## config.mk

```make
export PLATFORM = sky130hd
export DESIGN_NAME = rio
export DESIGN_NICKNAME = d
export VERILOG_FILES = /design/src/rio_pkg.sv /design/src/motion_pkg.sv /design/src/host_regs.sv /design/src/link_watchdog.sv /design/src/stepgen.sv /design/src/input_sync.sv /design/src/rio.sv
export SDC_FILE = /design/constraint.sdc
export NUM_CORES = 1
export LEC_CHECK = 0
export BUFFER_PORTS_ARGS = -buffer_cell sky130_fd_sc_hd__buf_4
export CAP_MARGIN = 20
export CORE_ASPECT_RATIO = 2
export CORE_MARGIN = 2
export CORE_UTILIZATION = 55
export CTS_BUF_LIST = sky130_fd_sc_hd__clkbuf_4 sky130_fd_sc_hd__clkbuf_8
export DETAILED_ROUTE_END_ITERATION = 10
export HOLD_SLACK_MARGIN = 0.08
export PLACE_DENSITY = 0.77
export SYNTH_ARGS = -nofsm -noshare
export SYNTH_HDL_FRONTEND = slang
export SYNTH_HIERARCHICAL = 1
export SYNTH_SLANG_ARGS = --single-unit
export TNS_END_PERCENT = 1
```

## constraint.sdc

```tcl
create_clock -name sysclk -period 6.4 [get_ports sysclk]
set_input_delay 0.64 -clock sysclk [delete_from_list [all_inputs] [get_ports sysclk]]
set_output_delay 0.64 -clock sysclk [all_outputs]
set_load 0.1 [all_outputs]
```

## src/rio_pkg.sv

```systemverilog
// Host-side register map of the remote I/O controller.
// Shared by the AXI4-Lite register block and the top level.
package rio_pkg;

    // Register data and byte address as seen by the host
    typedef logic [31:0] reg_word_t;
    typedef logic [7:0]  reg_addr_t;

    // Write side, shadow registers and commit
    localparam reg_addr_t ADDR_CTRL   = 8'h00;
    localparam reg_addr_t ADDR_VEL0   = 8'h04;
    localparam reg_addr_t ADDR_VEL1   = 8'h08;
    localparam reg_addr_t ADDR_VEL2   = 8'h0C;
    localparam reg_addr_t ADDR_COMMIT = 8'h10;

    // Bits 0 to 2 of CTRL enable the axes
    localparam int CTRL_OUT_BIT = 3;

    // Read side
    localparam reg_addr_t ADDR_MAGIC  = 8'h00;
    localparam reg_addr_t ADDR_TSTAMP = 8'h04;
    localparam reg_addr_t ADDR_POS0   = 8'h08;
    localparam reg_addr_t ADDR_POS1   = 8'h0C;
    localparam reg_addr_t ADDR_POS2   = 8'h10;
    localparam reg_addr_t ADDR_STATUS = 8'h14;

    // Bits 0 to 2 of STATUS carry the home inputs
    localparam int STATUS_TIMEOUT_BIT = 4;

    // ASCII "data", lets the host recognise the board
    localparam reg_word_t MAGIC_WORD = 32'h6461_7461;

    // AXI response codes
    localparam logic [1:0] AXI_RESP_OKAY   = 2'b00;
    localparam logic [1:0] AXI_RESP_SLVERR = 2'b10;

endpackage

```

## src/motion_pkg.sv

```systemverilog
// Types for the step/direction generators.
// Axis count, velocity and position words, generator FSM states.
package motion_pkg;

    localparam int NUM_AXES = 3;

    // Sign picks the direction, magnitude sets the step rate
    typedef logic signed [31:0] velocity_t;

    // Signed step count per axis
    typedef logic signed [31:0] position_t;

    typedef enum logic [1:0] {
        IDLE,
        DIR_SETUP,
        PULSE,
        SPACE
    } dir_state_e;

endpackage

```

## src/host_regs.sv

```systemverilog
// AXI4-Lite register block facing the host.
// Command words go to shadow registers and become live together
// on a write to the commit register; reads return status and positions.
`timescale 1ns/1ps

module host_regs import rio_pkg::*, motion_pkg::*; (
    input  logic                sysclk,
    input  logic                arst_n,
    input  reg_addr_t           awaddr,
    input  logic                awvalid,
    output logic                awready,
    input  reg_word_t           wdata,
    // Byte strobes are not decoded, full-word writes only
    input  logic [3:0]          wstrb,
    input  logic                wvalid,
    output logic                wready,
    output logic [1:0]          bresp,
    output logic                bvalid,
    input  logic                bready,
    input  reg_addr_t           araddr,
    input  logic                arvalid,
    output logic                arready,
    output reg_word_t           rdata,
    output logic [1:0]          rresp,
    output logic                rvalid,
    input  logic                rready,
    input  reg_word_t           tstamp,
    input  position_t           pos0,
    input  position_t           pos1,
    input  position_t           pos2,
    input  logic [NUM_AXES-1:0] inputs,
    input  logic                timeout,
    output velocity_t           vel0,
    output velocity_t           vel1,
    output velocity_t           vel2,
    output logic [NUM_AXES-1:0] axis_en,
    output logic                out_bit,
    output logic                commit
);

    logic                  wr_fire;
    logic                  rd_fire;
    logic                  wr_mapped;
    logic                  rd_mapped;
    reg_word_t             rd_word;
    logic [CTRL_OUT_BIT:0] ctrl_shadow;
    velocity_t             vel0_shadow;
    velocity_t             vel1_shadow;
    velocity_t             vel2_shadow;

    // One request of each kind in flight
    assign wr_fire = awvalid & wvalid & ~bvalid;
    assign awready = wr_fire;
    assign wready  = wr_fire;
    assign rd_fire = arvalid & ~rvalid;
    assign arready = rd_fire;

    always_comb begin
        case (awaddr)
            ADDR_CTRL, ADDR_VEL0, ADDR_VEL1, ADDR_VEL2, ADDR_COMMIT: wr_mapped = 1'b1;
            default: wr_mapped = 1'b0;
        endcase
    end

    always_comb begin
        rd_mapped = 1'b1;
        case (araddr)
            ADDR_MAGIC:  rd_word = MAGIC_WORD;
            ADDR_TSTAMP: rd_word = tstamp;
            ADDR_POS0:   rd_word = reg_word_t'(pos0);
            ADDR_POS1:   rd_word = reg_word_t'(pos1);
            ADDR_POS2:   rd_word = reg_word_t'(pos2);
            ADDR_STATUS: begin
                rd_word = '0;
                rd_word[NUM_AXES-1:0] = inputs;
                rd_word[STATUS_TIMEOUT_BIT] = timeout;
            end
            default: begin
                rd_word   = '0;
                rd_mapped = 1'b0;
            end
        endcase
    end

    always_ff @(posedge sysclk or negedge arst_n) begin
        if (!arst_n) begin
            bvalid      <= 1'b0;
            rvalid      <= 1'b0;
            commit      <= 1'b0;
            ctrl_shadow <= '0;
            vel0_shadow <= '0;
            vel1_shadow <= '0;
            vel2_shadow <= '0;
            vel0        <= '0;
            vel1        <= '0;
            vel2        <= '0;
            axis_en     <= '0;
            out_bit     <= 1'b0;
        end else begin
            commit <= 1'b0;
            if (wr_fire) begin
                bvalid <= 1'b1;
            end else if (bready) begin
                bvalid <= 1'b0;
            end
            if (rd_fire) begin
                rvalid <= 1'b1;
            end else if (rready) begin
                rvalid <= 1'b0;
            end
            if (wr_fire) begin
                case (awaddr)
                    ADDR_CTRL: ctrl_shadow <= wdata[CTRL_OUT_BIT:0];
                    ADDR_VEL0: vel0_shadow <= velocity_t'(wdata);
                    ADDR_VEL1: vel1_shadow <= velocity_t'(wdata);
                    ADDR_VEL2: vel2_shadow <= velocity_t'(wdata);
                    ADDR_COMMIT: begin
                        // All command values go live in the same cycle
                        commit  <= 1'b1;
                        vel0    <= vel0_shadow;
                        vel1    <= vel1_shadow;
                        vel2    <= vel2_shadow;
                        axis_en <= ctrl_shadow[NUM_AXES-1:0];
                        out_bit <= ctrl_shadow[CTRL_OUT_BIT];
                    end
                    default: ;
                endcase
            end
        end
    end

    // Response payloads, only sampled while the matching valid is high
    always_ff @(posedge sysclk) begin
        if (wr_fire) begin
            bresp <= wr_mapped ? AXI_RESP_OKAY : AXI_RESP_SLVERR;
        end
        if (rd_fire) begin
            rdata <= rd_word;
            rresp <= rd_mapped ? AXI_RESP_OKAY : AXI_RESP_SLVERR;
        end
    end

endmodule

```

## src/link_watchdog.sv

```systemverilog
// Host link supervision and time base.
// Raises timeout when no commit arrives for TIMEOUT cycles and
// keeps a free-running cycle timestamp for the host.
`timescale 1ns/1ps

module link_watchdog import rio_pkg::*; #(
    parameter int TIMEOUT = 2700000
) (
    input  logic      sysclk,
    input  logic      arst_n,
    input  logic      commit,
    output logic      timeout,
    output reg_word_t tstamp
);

    localparam int CNT_BITS = $clog2(TIMEOUT + 1);

    logic [CNT_BITS-1:0] idle_cnt;

    // Saturates at TIMEOUT until the next commit
    always_ff @(posedge sysclk or negedge arst_n) begin
        if (!arst_n) begin
            idle_cnt <= '0;
        end else if (commit) begin
            idle_cnt <= '0;
        end else if (!timeout) begin
            idle_cnt <= idle_cnt + 1'b1;
        end
    end

    assign timeout = (idle_cnt == CNT_BITS'(TIMEOUT));

    always_ff @(posedge sysclk or negedge arst_n) begin
        if (!arst_n) begin
            tstamp <= '0;
        end else begin
            tstamp <= tstamp + 1'b1;
        end
    end

endmodule

```

## src/stepgen.sv

```systemverilog
// Step/direction generator for one axis.
// A phase accumulator turns the velocity magnitude into step requests;
// the FSM adds direction setup time, fixed pulse width and spacing.
`timescale 1ns/1ps

module stepgen import motion_pkg::*; #(
    parameter int PULSE_LEN = 108,
    parameter int DIR_DELAY = 18,
    parameter int ACC_BITS  = 24
) (
    input  logic      sysclk,
    input  logic      arst_n,
    input  velocity_t velocity,
    input  logic      enable,
    output logic      step,
    output logic      dir,
    output logic      en,
    output position_t position
);

    localparam int TMR_MAX  = (PULSE_LEN > DIR_DELAY) ? PULSE_LEN : DIR_DELAY;
    localparam int TMR_BITS = $clog2(TMR_MAX + 1);

    dir_state_e          state;
    dir_state_e          state_n;
    logic [TMR_BITS-1:0] timer;
    logic [TMR_BITS-1:0] timer_n;
    logic [ACC_BITS-1:0] acc;
    logic [31:0]         mag;
    logic [32:0]         acc_sum;
    logic                vel_neg;
    logic                step_req;
    logic                pending;
    logic                pending_n;
    logic                dir_n;
    logic                launch;
    logic                start_pulse;

    // Dir high means counting down
    assign vel_neg  = velocity[31];
    assign mag      = vel_neg ? unsigned'(-velocity) : unsigned'(velocity);
    assign acc_sum  = 33'(acc) + 33'(mag);
    assign step_req = enable & (|acc_sum[32:ACC_BITS]);

    always_comb begin
        state_n     = state;
        timer_n     = timer;
        pending_n   = pending;
        dir_n       = dir;
        launch      = 1'b0;
        start_pulse = 1'b0;
        case (state)
            IDLE: launch = step_req;
            DIR_SETUP: begin
                // Setup time always runs out, even if disabled meanwhile
                pending_n = pending | step_req;
                if (timer != '0) begin
                    timer_n = timer - 1'b1;
                end else if (enable) begin
                    start_pulse = 1'b1;
                end else begin
                    state_n = IDLE;
                end
            end
            PULSE: begin
                pending_n = pending | step_req;
                if (timer != '0) begin
                    timer_n = timer - 1'b1;
                end else begin
                    state_n = SPACE;
                    timer_n = TMR_BITS'(PULSE_LEN - 1);
                end
            end
            SPACE: begin
                if (timer != '0) begin
                    pending_n = pending | step_req;
                    timer_n   = timer - 1'b1;
                end else begin
                    // Take one request, a second one stays pending
                    launch    = enable & (pending | step_req);
                    pending_n = pending & step_req;
                    state_n   = IDLE;
                end
            end
            default: state_n = IDLE;
        endcase
        if (launch) begin
            if (vel_neg != dir) begin
                dir_n   = vel_neg;
                state_n = DIR_SETUP;
                timer_n = TMR_BITS'(DIR_DELAY - 1);
            end else begin
                start_pulse = 1'b1;
            end
        end
        if (start_pulse) begin
            state_n = PULSE;
            timer_n = TMR_BITS'(PULSE_LEN - 1);
        end
        // Requests not yet started are dropped when disabled
        if (!enable) begin
            pending_n = 1'b0;
        end
    end

    always_ff @(posedge sysclk or negedge arst_n) begin
        if (!arst_n) begin
            state    <= IDLE;
            timer    <= '0;
            pending  <= 1'b0;
            dir      <= 1'b0;
            step     <= 1'b0;
            en       <= 1'b0;
            acc      <= '0;
            position <= '0;
        end else begin
            state   <= state_n;
            timer   <= timer_n;
            pending <= pending_n;
            dir     <= dir_n;
            step    <= (state_n == PULSE);
            en      <= enable;
            if (enable) begin
                acc <= acc_sum[ACC_BITS-1:0];
            end
            // Count on the rising step edge
            if (start_pulse) begin
                position <= dir ? position - position_t'(1) : position + position_t'(1);
            end
        end
    end

endmodule

```

## src/input_sync.sv

```systemverilog
// Home switch input conditioning.
// Two flops per bit against metastability; switches are active low,
// so the bits are inverted on the way in.
`timescale 1ns/1ps

module input_sync import motion_pkg::*; (
    input  logic                sysclk,
    input  logic                arst_n,
    input  logic [NUM_AXES-1:0] home,
    output logic [NUM_AXES-1:0] inputs
);

    logic [NUM_AXES-1:0] meta;

    always_ff @(posedge sysclk or negedge arst_n) begin
        if (!arst_n) begin
            meta   <= '0;
            inputs <= '0;
        end else begin
            meta   <= ~home;
            inputs <= meta;
        end
    end

endmodule

```

## src/rio.sv

```systemverilog
// Top level of the remote I/O controller.
// Host registers, link watchdog, home inputs and one step generator
// per axis; a link timeout disables every axis.
`timescale 1ns/1ps

module rio import rio_pkg::*, motion_pkg::*; #(
    parameter int TIMEOUT   = 2700000,
    parameter int PULSE_LEN = 108,
    parameter int DIR_DELAY = 18,
    parameter int ACC_BITS  = 24
) (
    input  logic                sysclk,
    input  logic                arst_n,
    input  reg_addr_t           awaddr,
    input  logic                awvalid,
    output logic                awready,
    input  reg_word_t           wdata,
    input  logic [3:0]          wstrb,
    input  logic                wvalid,
    output logic                wready,
    output logic [1:0]          bresp,
    output logic                bvalid,
    input  logic                bready,
    input  reg_addr_t           araddr,
    input  logic                arvalid,
    output logic                arready,
    output reg_word_t           rdata,
    output logic [1:0]          rresp,
    output logic                rvalid,
    input  logic                rready,
    output logic [NUM_AXES-1:0] step,
    output logic [NUM_AXES-1:0] dir,
    output logic [NUM_AXES-1:0] en,
    input  logic [NUM_AXES-1:0] home,
    output logic                out_bit,
    output logic                timeout
);

    velocity_t           vel [NUM_AXES];
    position_t           pos [NUM_AXES];
    logic [NUM_AXES-1:0] axis_en;
    logic [NUM_AXES-1:0] axis_gated;
    logic [NUM_AXES-1:0] inputs;
    logic                commit;
    reg_word_t           tstamp;

    // Lost link stops all axes
    assign axis_gated = axis_en & ~{NUM_AXES{timeout}};

    host_regs regs (
        .sysclk  (sysclk),
        .arst_n  (arst_n),
        .awaddr  (awaddr),
        .awvalid (awvalid),
        .awready (awready),
        .wdata   (wdata),
        .wstrb   (wstrb),
        .wvalid  (wvalid),
        .wready  (wready),
        .bresp   (bresp),
        .bvalid  (bvalid),
        .bready  (bready),
        .araddr  (araddr),
        .arvalid (arvalid),
        .arready (arready),
        .rdata   (rdata),
        .rresp   (rresp),
        .rvalid  (rvalid),
        .rready  (rready),
        .tstamp  (tstamp),
        .pos0    (pos[0]),
        .pos1    (pos[1]),
        .pos2    (pos[2]),
        .inputs  (inputs),
        .timeout (timeout),
        .vel0    (vel[0]),
        .vel1    (vel[1]),
        .vel2    (vel[2]),
        .axis_en (axis_en),
        .out_bit (out_bit),
        .commit  (commit)
    );

    link_watchdog #(
        .TIMEOUT (TIMEOUT)
    ) wdog (
        .sysclk  (sysclk),
        .arst_n  (arst_n),
        .commit  (commit),
        .timeout (timeout),
        .tstamp  (tstamp)
    );

    input_sync home_sync (
        .sysclk (sysclk),
        .arst_n (arst_n),
        .home   (home),
        .inputs (inputs)
    );

    for (genvar i = 0; i < NUM_AXES; i++) begin : g_axis
        stepgen #(
            .PULSE_LEN (PULSE_LEN),
            .DIR_DELAY (DIR_DELAY),
            .ACC_BITS  (ACC_BITS)
        ) gen (
            .sysclk   (sysclk),
            .arst_n   (arst_n),
            .velocity (vel[i]),
            .enable   (axis_gated[i]),
            .step     (step[i]),
            .dir      (dir[i]),
            .en       (en[i]),
            .position (pos[i])
        );
    end

endmodule

```

## After elaboration in Yosys (flattened, before gate mapping)

Cells that the tools add are included.

| storage, ports and cells | value |
|---|---|
| bits in registers | 506 |
| output and inout bits | 52 |

| operators by class | value |
|---|---|
| $add $sub $neg | 17 |
| equal/unequal tests | 29 |
| muxes and demuxes | 91 |
| bitwise operators | 20 |
| reductions and logical operators | 29 |

Operators with widths:

| operator | count |
|---|---|
| $mux 32 | 6 |
| $pmux 32 s6 | 1 |
| $mux 7 | 15 |
| $add 24x32->33 | 3 |
| $add 32x2->32 const B | 3 |
| $neg 32->32 | 3 |
| $sub 32x2->32 const B | 3 |
| $mux 2 | 23 |
| $mux 22 | 2 |
| $pmux 7 s2 | 3 |
| $add 32x1->32 const B | 1 |
| $eq 8x4->1 const B | 4 |
| $mux 1 | 32 |
| $reduce_or 9->1 | 3 |
| $eq 8x5->1 const B | 3 |
| $add 22x1->22 const B | 1 |
| $eq 22x22->1 const B | 1 |
| $reduce_bool 7->1 | 3 |
| $sub 7x1->7 const B | 3 |
| $eq 2x2->1 const B | 9 |
| $pmux 2 s3 | 3 |
| $eq 8x3->1 const B | 2 |
| $logic_not 8->1 | 2 |
| $reduce_and 2->1 | 8 |
| other kinds (15) | 49 |

## Longest topological paths before layout

Gate-level depths: netlist (run 1).

| depth | value |
|---|---|
| depth after elaboration | 12 |
| gate-level depth with buffers | 20 |
| gate-level depth less buffers | 19 |

## Modules after synthesis

The synthesis (run 1) kept the hierarchy.

By module, submodules not included:

| module | times used | cells an instance | area each (um^2) | sequential area each (um^2) |
|---|---|---|---|---|
| stepgen (g_axis[0].gen ...) | 2 | 739 | 6726.5 | 1726.7 |
| host_regs | 1 | 688 | 9973.3 | 6100.9 |
| stepgen (g_axis[2].gen) | 1 | 691 | 6401.1 | 1726.7 |
| link_watchdog | 1 | 248 | 2602.5 | 1351.3 |
| input_sync | 1 | 9 | 161.4 | 150.1 |
| rio | 1 | 3 | 18.8 | 0.0 |

## Worst setup path before layout (run 1)

No wires, ideal clock.

| timing | value |
|---|---|
| path type | register to register |
| from | reg regs.vel0[0] |
| to | reg g_axis[0].gen.position[10] |
| arrival time | 4934 ps |
| required time | 6275 ps |
| setup slack | 1341 ps |
| cell stages (with the launch flop) | 21 |
| buffers on the path | 1 |
| clock period less this slack | 5059 ps |
| cell sequence | dfrtp_1 -> inv_1 -> ha_1 -> or4b_4 -> or2b_4 -> nand2b_1 -> o41ai_1 -> xnor2_1 -> ha_1 -> a211oi_1 -> o21ai_0 -> a221o_1 -> a211oi_1 -> a211oi_1 -> nand3_1 -> mux2_4 -> nand4_2 -> a22oi_4 -> o21ai_4 -> buf_12 -> mux2_4 |

| on the way | value |
|---|---|
| longest elaborated chain between the ends | 10 |

Ends and longest elaborated chain:

| element | line | RTL |
|---|---|---|
| from (decl) | host_regs.sv:33 | `output velocity_t vel0,` |
| from (signal assigned) | host_regs.sv:120 | `vel0 <= vel0_shadow;` |
| $neg 32->32 | stepgen.sv:41 | `assign mag = vel_neg ? unsigned'(-velocity) : unsigned'(velocity);` |
| $mux 32 (*) | stepgen.sv:41 |  |
| $add 24x32->33 (*) | stepgen.sv:42 | `assign acc_sum = 33'(acc) + 33'(mag);` |
| $reduce_or 9->1 (*) | stepgen.sv:43 | `assign step_req = enable & (\|acc_sum[32:ACC_BITS]);` |
| $and 1x1->1 (*) | stepgen.sv:43 |  |
| $or 1x1->1 | stepgen.sv:80 | `launch = enable & (pending \| step_req);` |
| $and 1x1->1 | stepgen.sv:80 |  |
| $mux 1 | stepgen.sv:75 | `if (timer != '0) begin` |
| $pmux 1 s2 (*) | stepgen.sv:52 | `case (state)` |
| $mux 1 (*) | stepgen.sv:87 | `if (launch) begin` |
| to (signal assigned) | stepgen.sv:128 | `position <= dir ? position - position_t'(1) : position + position_t'(1);` |
| to (decl) | stepgen.sv:18 | `output position_t position` |

Every way passes the cells marked *; elsewhere a longest branch is shown, timed or not.
A chain may end at the register's enable or synchronous reset.

## Final worst setup path (run 1)

| timing | value |
|---|---|
| from | reg regs.vel1[0] |
| to | reg g_axis[1].gen.position[29] |

| on the way | value |
|---|---|
| longest elaborated chain between the ends | 10 |

Ends and longest elaborated chain:

| element | line | RTL |
|---|---|---|
| from (decl) | host_regs.sv:34 | `output velocity_t vel1,` |
| from (signal assigned) | host_regs.sv:121 | `vel1 <= vel1_shadow;` |
| $neg 32->32 | stepgen.sv:41 |  |
| $mux 32 (*) | stepgen.sv:41 |  |
| $add 24x32->33 (*) | stepgen.sv:42 |  |
| $reduce_or 9->1 (*) | stepgen.sv:43 |  |
| $and 1x1->1 (*) | stepgen.sv:43 |  |
| $or 1x1->1 | stepgen.sv:80 |  |
| $and 1x1->1 | stepgen.sv:80 |  |
| $mux 1 | stepgen.sv:75 |  |
| $pmux 1 s2 (*) | stepgen.sv:52 |  |
| $mux 1 (*) | stepgen.sv:87 |  |
| to (signal assigned) | stepgen.sv:128 |  |
| to (decl) | stepgen.sv:18 |  |

Marked as above.

==> metrics.txt, run 1 <==
pwr dens=188 mW/mm^2; number of flops mapped to enable cells by yosys=34; minimum clock period=6.09 ns; critical-path maximum fanout=22; VDD IR-drop max=~0.21 mV; pin count of the biggest net entering global routing=~150; Final Power=a little under 7 mW; IO Port Bufs=approximately 110; R2R depth=20; crit path capture=g_axis[1].gen/position[29]; Synth top area share=0.361; most frequent cells in the layout=dfrtp_1, nor2_1, xnor2_1; Layout area overhead=10.0%; dpl hpwl=61700 um; slowest CP cell=a211oi_1; CTS clk-pin slew, worst paths=~0.07 ns; RR Endpoint=g_axis[1].gen/position[29]; Synth Register Bits=roughly 500; Final Max Slew Viols=0; asr flop ratio synth=0.933; Initial Util=0.555; Worst Setup SP=regs/vel1[0]; CP endpoint kind=flip-flop; status=finished, final reports clean; Worst Tran Pin Value=~1.0 ns; CTS Buf Count=76; worst min-delay path category=in -> reg; via count=around 25000; Post-route DRC=0; Avg WL per Cell=about 20 um; Antenna Nets Post-Route=0; Top Ports=roughly 110; final wirelength=82700 um; die area=between 0.06 and 0.07 mm^2; Starting DRT DRC Count=1672; WP data required=between 6 and 7 ns; met1 WL=28300 um; CTS root buf=clkbuf_8; global-route wire length before repair=roughly 130000 um; Arr. time, crit path=about 6.6 ns; synthesized area=0.0326 mm^2; final hold violations=0; grt ovf=0; Startpoint Class=flip-flop; Synth area leader=dfrtp_1; Final setup violation count=0; vias in the first global route=26267; crit path kind=reg -> reg; crit-path leading delay family=compound AO/OA/AOI/OAI gates; unrepaired setup endpoints after global routing=false; Worst Path Buf+Inv=2; sequential fraction of the synthesis area=0.392; Die Wd=about 180 um; launch point of the worst reg-to-reg path=regs/vel1[0]; post-CTS setup buffers=0; CTS tree=yes; site row count=126; share of layout cells above drive strength 1=0.183; part of the cycle the worst path needs=0.951; WP depth=20; R2R setup slack=~0.31 ns; DP Area=0.0341 mm^2; total of max-cap violations=0; synth warn=6; clock skew=about 0.039 ns; final instance area=about 0.036 mm^2; commonest non-fill, non-tap cell in the layout=dfrtp_1; DR top layer=met4; worst skew pair latency=between 0.6 and 0.7 ns; RD Place Congestion=between 0.9 and 1; leakage=17.7 nW; CTS Sinks=a little over 500; gr usage total=0.272; # H-tree levels=3; fin nets=around 3500; CP max stage delay=between 0.5 and 0.6 ns; Yosys cell types=between 100 and 150; ys flop type=dfrtp_1; synth top area cells=dfrtp_1, ha_1, mux2_2; met3 routed WL=approximately 3400 um; fmax=approximately 160 MHz; CTS Buffer Depth=3; Syn Inst Count=~3100; CORE AREA=0.0588 mm^2; Sum Neg Setup Slack=0 ns; drt via density=6.14; initial antenna violation count=1; metal2 WL=between 40000 and 50000 um; relative max-transition margin=0.312; Final Util=0.610; mean post-synth cell area=between 10 and 15 um^2; Pre-Repair DR Iteration Count=8; DIE HEIGHT=348 um; Cell Chain, Critical Path=inv_1, ha_1, or4b_4, or2b_4, nand2b_1, o41ai_1, xnor2_1, ha_1, a211oi_1, o21ai_0, a221o_1, a211oi_1, a211oi_2, nand3_1, mux2_4, nand4_2, a22oi_4, o21ai_4, buf_12, mux2_2
-- Yosys cell counts, types with 67 or more instances --
master / instances
dfrtp_1: 470
nor2_1: 233
xnor2_1: 194
ha_1: 192
a21oi_1: 182
mux2_2: 178
o21ai_0: 157
nand2_1: 152
inv_1: 102
mux2_1: 97
mux2_4: 76
a21o_1: 72
nand3_1: 67
-- per-layer routing --
layer | up-vias | GRT usage
li1 | 11684 | -
met3 | 307 | 0.0357
met2 | 725 | 0.516
met1 | 12287 | 0.269
met5 | - | 0
met4 | 0 | 0.190
-- power breakdown --
group          internal [mW]  switching (mW)
Combinational          0.110           0.299
Clock                   1.69            1.34
Sequential              3.27          0.0464
Total                   5.07            1.69
-- registers in the layout (all words and copies together) (netlist names), 4 cells and up --
name and cells:
g_axis.gen/position 96, g_axis.gen/acc 72, regs/rdata 32, regs/vel0 32
regs/vel0_shadow 32, regs/vel1 32, regs/vel1_shadow 32, regs/vel2 32
regs/vel2_shadow 32, wdog/tstamp 32, wdog/idle_cnt 22, g_axis.gen/timer 21
g_axis.gen/state 6, regs/ctrl_shadow 4
-- per-stage QoR --
stage          cells  hold slack [ns]  setup WS [ns]
2_1_floorplan   3118            0.331           1.34
3_3_place_gp    3927            0.341          0.521
3_5_place_dp    3927            0.344          0.266
4_1_cts         4071           0.0818          0.217
5_1_grt         4073           0.0950        0.00560
6_report        4073            0.134          0.311
-- timing repair --
item | CTS | global route
endpoints found under the setup margin | 0 | 26
hold endpoints to repair | 90 | 0
hold buffers | 3 | 0
resized for setup | 0 | 1
-- final cells by class --
class / count / area [um^2]
antenna: 1 / 2.50
multi-input combinational: 2410 / 18800
tap: 768 / 961
clock inverter: 30 / 319
clock buffer: 111 / 1430
fill: 4712 / 22900
inverter: 107 / 402
sequential: 504 / 12800
timing repair buffer: 142 / 1150
-- kinds of logic after synthesis --
family,count (synthesis),synth area share
and+or+nand+nor,799,0.130
AOI/OAI and AO/OA,747,0.153
DFF,504,0.392
muxes,405,0.147
xor gates and xnor gates,259,0.0704
buffers and inverters,204,0.0312
adders and majority gates,198,0.0774
other,1,0.000115
-- worst min path at each step --
| stage | endpoint | startpoint | depth (start not counted) | slack (ns) |
|---|---|---|---|---|
| final | home_sync/meta[2] | home[2] | 2 | 0.13 |
| after global routing | home_sync/meta[2] | home[2] | 2 | 0.1 |
| after CTS | home_sync/meta[2] | home[2] | 2 | 0.08 |
| after detailed placement | home_sync/inputs[2] | home_sync/meta[2] | 0 | 0.34 |
| after global placement | home_sync/inputs[2] | home_sync/meta[2] | 0 | 0.34 |
| after floorplan | home_sync/inputs[0] | home_sync/meta[0] | 0 | 0.33 |
Note: power is estimated with default switching activity, not from simulation.
==> inputs of run 2 (changes only) <==
Settings changed: BUFFER_PORTS_ARGS -buffer_cell sky130_fd_sc_hd__buf_4 to -buffer_cell sky130_fd_sc_hd__buf_2, CTS_BUF_LIST sky130_fd_sc_hd__clkbuf_4 sky130_fd_sc_hd__clkbuf_8 to unset.
==> metrics.txt, run 2 (synthesis results as in run 1) <==
met1 WL=28100 um (-0.58%); Post-route DRC=0 (unchanged); grt ovf=0 (unchanged); DR top layer=met5; # H-tree levels=2 (-1); minimum clock period=5.83 ns (-0.254 ns); Final Max Slew Viols=0 (unchanged); via count=24536 (-1.9%); initial antenna violation count=3 (+2); fillcell total=4891 (+3.8%); total of max-cap violations=0 (unchanged); RR Endpoint=g_axis[1].gen/position[28]; Worst Tran Pin Value=1.03 ns (-0.000416 ns); part of the cycle the worst path needs=0.912 (-0.0397); RD Place Congestion=0.914 (-0.63%); P_sw=1.66 mW (-1.7%); commonest non-fill, non-tap cell in the layout=dfrtp_1; CTS Sinks=504 (unchanged); Worst Slack Setup Final=0.565 ns (+0.254 ns); Startpoint Class=flip-flop; worst skew pair latency=0.61 ns (-0.06 ns); max FFs per register=96 (unchanged); CORE AREA=0.0588 mm^2 (unchanged); relative max-transition margin=0.311 (-0.00139); Regs by FF count=g_axis.gen/position: 96 flops, g_axis.gen/acc: 72 flops; CTS Buf Count=47 (-38%); leakage=17.5 nW (-1.2%); Pre-Repair DR Iteration Count=7 (-1); final wirelength=79600 um (-3.8%); Sum Neg Setup Slack=0 ns (unchanged); CTS root buf=clkbuf_16; CTS clk-pin slew, worst paths=0.07 ns (about the same); pin count of the biggest net entering global routing=162 (+11%); critical-path maximum fanout=34 (+55%); drt via density=6.11 (-0.50%); global-route wire length before repair=128000 um (-4.1%); CTS Buffer Depth=3 (unchanged); Place WS=0.544 ns (+0.279 ns); Avg WL per Cell=19.8 um (-2.4%); fin nets=3472 (-0.83%); Logic pwr share=0.058 (-0.003); Arr. time, crit path=6.30 ns (-0.32 ns); VDD IR-drop max=0.238 mV (+13%); final hold violations=0 (unchanged); unrepaired setup endpoints after global routing=false; metal2 WL=43500 um (-2.9%); CTS Hold Bufs=0 (-3); die area=0.0614 mm^2 (unchanged); pwr dens=188 mW/mm^2 (-0.12%); Starting DRT DRC Count=1265 (-24%); R2R depth=21 (+5.0%); footprint of the multi-input gates=0.0188 mm^2 (about the same); launch point of the worst reg-to-reg path=regs/vel1[0]; post-placement cell count=3930 (+0.076%); site row count=126 (unchanged); Final setup violation count=0 (unchanged); met3 routed WL=2510 um (-25%); CTS tree=yes; R2R setup slack=0.57 ns (+0.25 ns); crit path capture=g_axis[1].gen/position[28]; diode count=0 (-1); Initial Util=0.555 (unchanged); most frequent cells in the layout=dfrtp_1, nor2_1, xnor2_1; Die Wd=176 um (unchanged); storage element area=0.0128 mm^2 (unchanged); Top Ports=114 (unchanged); Sw Ratio=0.248 (-0.00140); Pint=5.02 mW (-1.0%); DIE HEIGHT=348 um (unchanged); IO Port Bufs=107 (unchanged); share of layout cells above drive strength 1=0.170 (-0.0129); register with the most flip-flops=g_axis.gen/position; post-CTS setup buffers=0 (unchanged); Antenna Nets Post-Route=0 (unchanged); Post-Layout Cell Count=4017 (-1.4%); Final Power=6.68 mW (-1.2%); worst hold slack=0.0692 ns (-0.0644 ns); CP endpoint kind=flip-flop; Flop pwr share=0.496 (+0.005); dpl hpwl=58800 um (-4.7%); status=finished, final reports clean; Layout area overhead=8.86%; PostCTS Resize Cnt=0 (unchanged); Worst Setup SP=regs/vel1[0]; worst min-delay path category=in -> async; WP data required=6.87 ns (-0.06 ns); gr usage total=0.260 (-0.0125); vias in the first global route=25128 (-4.3%); fmax=171 MHz (+4.4%); clock skew=0.0318 ns (-0.00705 ns); crit path kind=reg -> reg; clock share of power=0.446 (-0.003)
==> run 2: cell types whose count changed in the layout (fill, tap and decap cells not counted), sizes merged <==
cell / before / now
bufinv: 6 / 5
buf: 139 / 142
clkinv: 21 / 17
clkbuf: 111 / 60
inv: 107 / 105
clkinvlp: 3 / 6
diode: 1 / 0
dlygate4sd3: 3 / 0
==> run 2: how the worst min path moves through the flow <==
stage	end	slack, ns	cells past startpoint
floorplan	home_sync/inputs[0]	0.33	0
global placement	home_sync/inputs[0]	0.34	0
detailed placement	home_sync/inputs[2]	0.34	0
CTS	g_axis[2].gen/timer[5]	0.09	1
global route	g_axis[2].gen/position[2]	0.15	1
finish	g_axis[2].gen/position[3]	0.07	1
==> run 2: metrics by stage <==
stage / util / area, um^2
finish: 0.604 / 35500
global route: 0.604 / 35500
CTS: 0.603 / 35500
detailed placement: 0.576 / 33900
global placement: 0.576 / 33900
floorplan: - / 32600
==> run 2: area by class of cell <==
| type | count | share of cell area |
|---|---|---|
| multi-input cells | 2410 | 0.531 |
| clock inverters | 26 | 0.00839 |
| inverters | 107 | 0.0113 |
| flip-flops and latches | 504 | 0.360 |
| repair buffers | 142 | 0.0258 |
| clock buffers | 60 | 0.0368 |
| well taps | 768 | 0.0271 |
==> run 2: critical path, stage by stage, from the launching register on <==
cell	delay, ns
dfrtp_1	0.43
inv_1	0.07
ha_1	0.22
or4b_4	0.52
or2b_4	0.31
nand2b_1	0.23
o41ai_1	0.34
xnor2_1	0.16
ha_1	0.41
and2_1	0.18
nand4_1	0.12
nor4bb_1	0.28
a211oi_1	0.08
buf_4	0.16
a211oi_1	0.53
nand3_1	0.20
mux2_4	0.35
nand4_2	0.18
a22oi_4	0.12
o21ai_4	0.16
buf_12	0.28
mux2_2	0.37
==> run 2: power groups by stage <==
stage / clock network [mW] / logic [mW] / registers, mW
2_1_floorplan: 0 / 0.141 / 3.46
3_3_place_gp: 0 / 0.379 / 3.37
3_5_place_dp: 0 / 0.386 / 3.37
4_1_cts: 3.04 / 0.388 / 3.31
5_1_grt: 3.15 / 0.414 / 3.32
6_report: 2.98 / 0.385 / 3.31
==> run 2: routing by layer <==
| layer | up-vias | track usage |
|---|---|---|
| met2 | 565 | 0.501 |
| met3 | 231 | 0.0270 |
| met1 | 12112 | 0.262 |
| li1 | 11624 | - |
| met4 | 4 | 0.161 |
| met5 | - | 0 |
==> inputs of run 3 (changes only) <==
--- a/config.mk
+++ b/config.mk
@@ -11,6 +11,6 @@
 export CORE_MARGIN = 2
-export CORE_UTILIZATION = 55
+export CORE_UTILIZATION = 35
 export DETAILED_ROUTE_END_ITERATION = 10
 export HOLD_SLACK_MARGIN = 0.08
-export PLACE_DENSITY = 0.77
+export PLACE_DENSITY = 0.55
 export SYNTH_ARGS = -nofsm -noshare
==> constraint.sdc (replaced) <==
create_clock -name sysclk -period 6.4 [get_ports sysclk]
set_input_delay 1.28 -clock sysclk [delete_from_list [all_inputs] [get_ports sysclk]]
set_output_delay 1.28 -clock sysclk [all_outputs]
set_load 0.1 [all_outputs]
==> metrics.txt, run 3 (synthesis results as in run 1) <==
gr usage total=0.184 (-0.0758); final wirelength=87800 um (+10%); CP endpoint kind=flip-flop; failing checks=DRC; commonest non-fill, non-tap cell in the layout=dfrtp_1; Layout area overhead=11.2%; part of the cycle the worst path needs=0.903 (-0.00838); fin nets=3486 (+0.40%); CTS Hold Bufs=0 (unchanged); CTS tree=yes; fmax=173 MHz (+0.93%); Top Ports=114 (unchanged); max FFs per register=96 (unchanged); DIE HEIGHT=436 um (+25%); Starting DRT DRC Count=1228 (-2.9%); relative max-transition margin=0.250 (-0.0609); register with the most flip-flops=g_axis.gen/position; Arr. time, crit path=6.28 ns (-0.02 ns); VDD IR-drop max=0.210 mV (-12%); Worst Tran Pin Value=1.12 ns (+0.0846 ns); RD Place Congestion=0.864 (-5.4%); post-placement cell count=4372 (+11%); met1 Usage GRT=0.184 (-0.0782); Post-route DRC=4 (+4); grt ovf=0 (unchanged); worst min-delay path category=reg -> reg; PostCTS Resize Cnt=0 (unchanged); CTS clk-pin slew, worst paths=0.07 ns (about the same); Antenna Nets Post-Route=0 (unchanged); CTS Buf Count=52 (+11%); crit path kind=reg -> reg; # H-tree levels=2 (unchanged); IO Port Bufs=107 (unchanged); status=complete, but fails checks; Post-Layout Cell Count=4471 (+11%); clock skew=0.0261 ns (-0.00570 ns); Pre-Repair DR Iteration Count=8 (+1); vias in the first global route=24975 (-0.61%); Avg WL per Cell=19.6 um (-0.88%); M2 GR Usage=0.365 (-0.136); final hold violations=0 (unchanged); WP data required=6.90 ns (+0.03 ns); most crowded layer after global routing=met2; worst skew pair latency=0.63 ns (+0.02 ns); CTS Buffer Depth=3 (unchanged); pwr dens=190 mW/mm^2 (+1.2%); Sum Neg Setup Slack=0 ns (unchanged); die area=0.0958 mm^2 (+56%); CORE AREA=0.0925 mm^2 (+57%); dpl hpwl=66000 um (+12%); share of layout cells above drive strength 1=0.175 (+0.00513); leakage=17.6 nW (+0.63%); Final Max Slew Viols=0 (unchanged); global-route wire length before repair=138000 um (+7.9%); initial antenna violation count=7 (+4); most frequent cells in the layout=dfrtp_1, nor2_1, xnor2_1; minimum clock period=5.78 ns (-0.0536 ns); Initial Util=0.352 (-0.202); via count=24141 (-1.6%); Die Wd=220 um (+25%); unrepaired setup endpoints after global routing=false; M3 GR Usage=0.0198 (-0.00726); Startpoint Class=flip-flop; drt via density=5.40 (-12%); site row count=158 (+25%); CTS root buf=clkbuf_16; total of max-cap violations=0 (unchanged); post-CTS setup buffers=0 (unchanged); critical-path maximum fanout=26 (-24%); Final setup violation count=0 (unchanged); fillcell total=9184 (+88%); pin count of the biggest net entering global routing=162 (unchanged); Regs by FF count=g_axis.gen/position: 96 flops, g_axis.gen/acc: 72 flops; CTS Sinks=504 (unchanged)
run 3: changes by cell type in the layout (fill, tap and decap cells not counted), moves of 2 or more:
cell,delta
clkinv_2,-3
clkbuf_8,+6
clkinvlp_2,+2
inv_6,+2
buf_4,+10
diode_2,+3
clkbuf_16,+4
run 3: final timing paths:
| kind | from | endpoint | slack (ns) | cells after the start |
|---|---|---|---|---|
| worst max-delay path | regs/vel0[0] | g_axis[0].gen/position[30] | 0.62 | 21 |
| min in group asynchronous | arst_n | g_axis[2].gen/position[0] | 0.63 | 1 |
| worst min-delay path | home_sync/meta[1] | home_sync/inputs[1] | 0.37 | 0 |
| worst min register to register | home_sync/meta[1] | home_sync/inputs[1] | 0.37 | 0 |
| max in group asynchronous | arst_n | g_axis[0].gen/acc[16] | 4.36 | 2 |
| worst max register to register | regs/vel0[0] | g_axis[0].gen/position[30] | 0.62 | 21 |
run 3: cell type report:
type                       count  area (um^2)  share of cell area
antenna                        3         7.51            0.000207
inverter                     107          402              0.0111
tap                         1200         1500              0.0414
multi-input combinational   2410        18800               0.520
sequential                   504        12800               0.353
timing repair buffer         151          963              0.0266
clock inverter                25          268             0.00738
clock buffer                  71         1490              0.0412
run 3: layer usage:
layer  part of all wire  vias up
li1                   -    11621
met1               0.36    11935
met2               0.56      409
met3              0.028      172
met4              0.052        4
met5            0.00034        -
run 3: stage by stage:
step	util	power, mW	hold slack (ns)	instance area (um^2)	worst slack (ns)
CTS	0.392	7.02	0.379	36300	0.577
global placement	0.373	3.76	0.345	34500	0.667
global route	0.392	7.15	0.381	36300	0.196
floorplan	-	3.60	0.331	32600	1.10
finish	0.392	6.90	0.369	36300	0.619
detailed placement	0.373	3.76	0.343	34500	0.599
run 3: worst max-delay path, cell delays in order (launching register included):
cell and delay (ns):
dfrtp_1 0.44, inv_1 0.08, ha_1 0.18, or4b_4 0.54, or2b_4 0.33, nand2b_1 0.23
o41ai_1 0.33, xnor2_1 0.19, ha_1 0.32, a211oi_1 0.25, o21ai_0 0.12, a221o_1 0.31
a211oi_1 0.52, a211oi_1 0.15, buf_4 0.19, nand3_1 0.08, mux2_4 0.31, nand4_2 0.16
a22oi_4 0.09, o21ai_4 0.22, buf_12 0.26, mux2_2 0.36
run 3: power by group:
group / internal, mW / total, mW / leakage [nW] / switching (mW)
Clock: 1.81 / 3.20 / 0.846 / 1.40
Combinational: 0.0894 / 0.384 / 9.94 / 0.295
Sequential: 3.27 / 3.31 / 6.84 / 0.0455
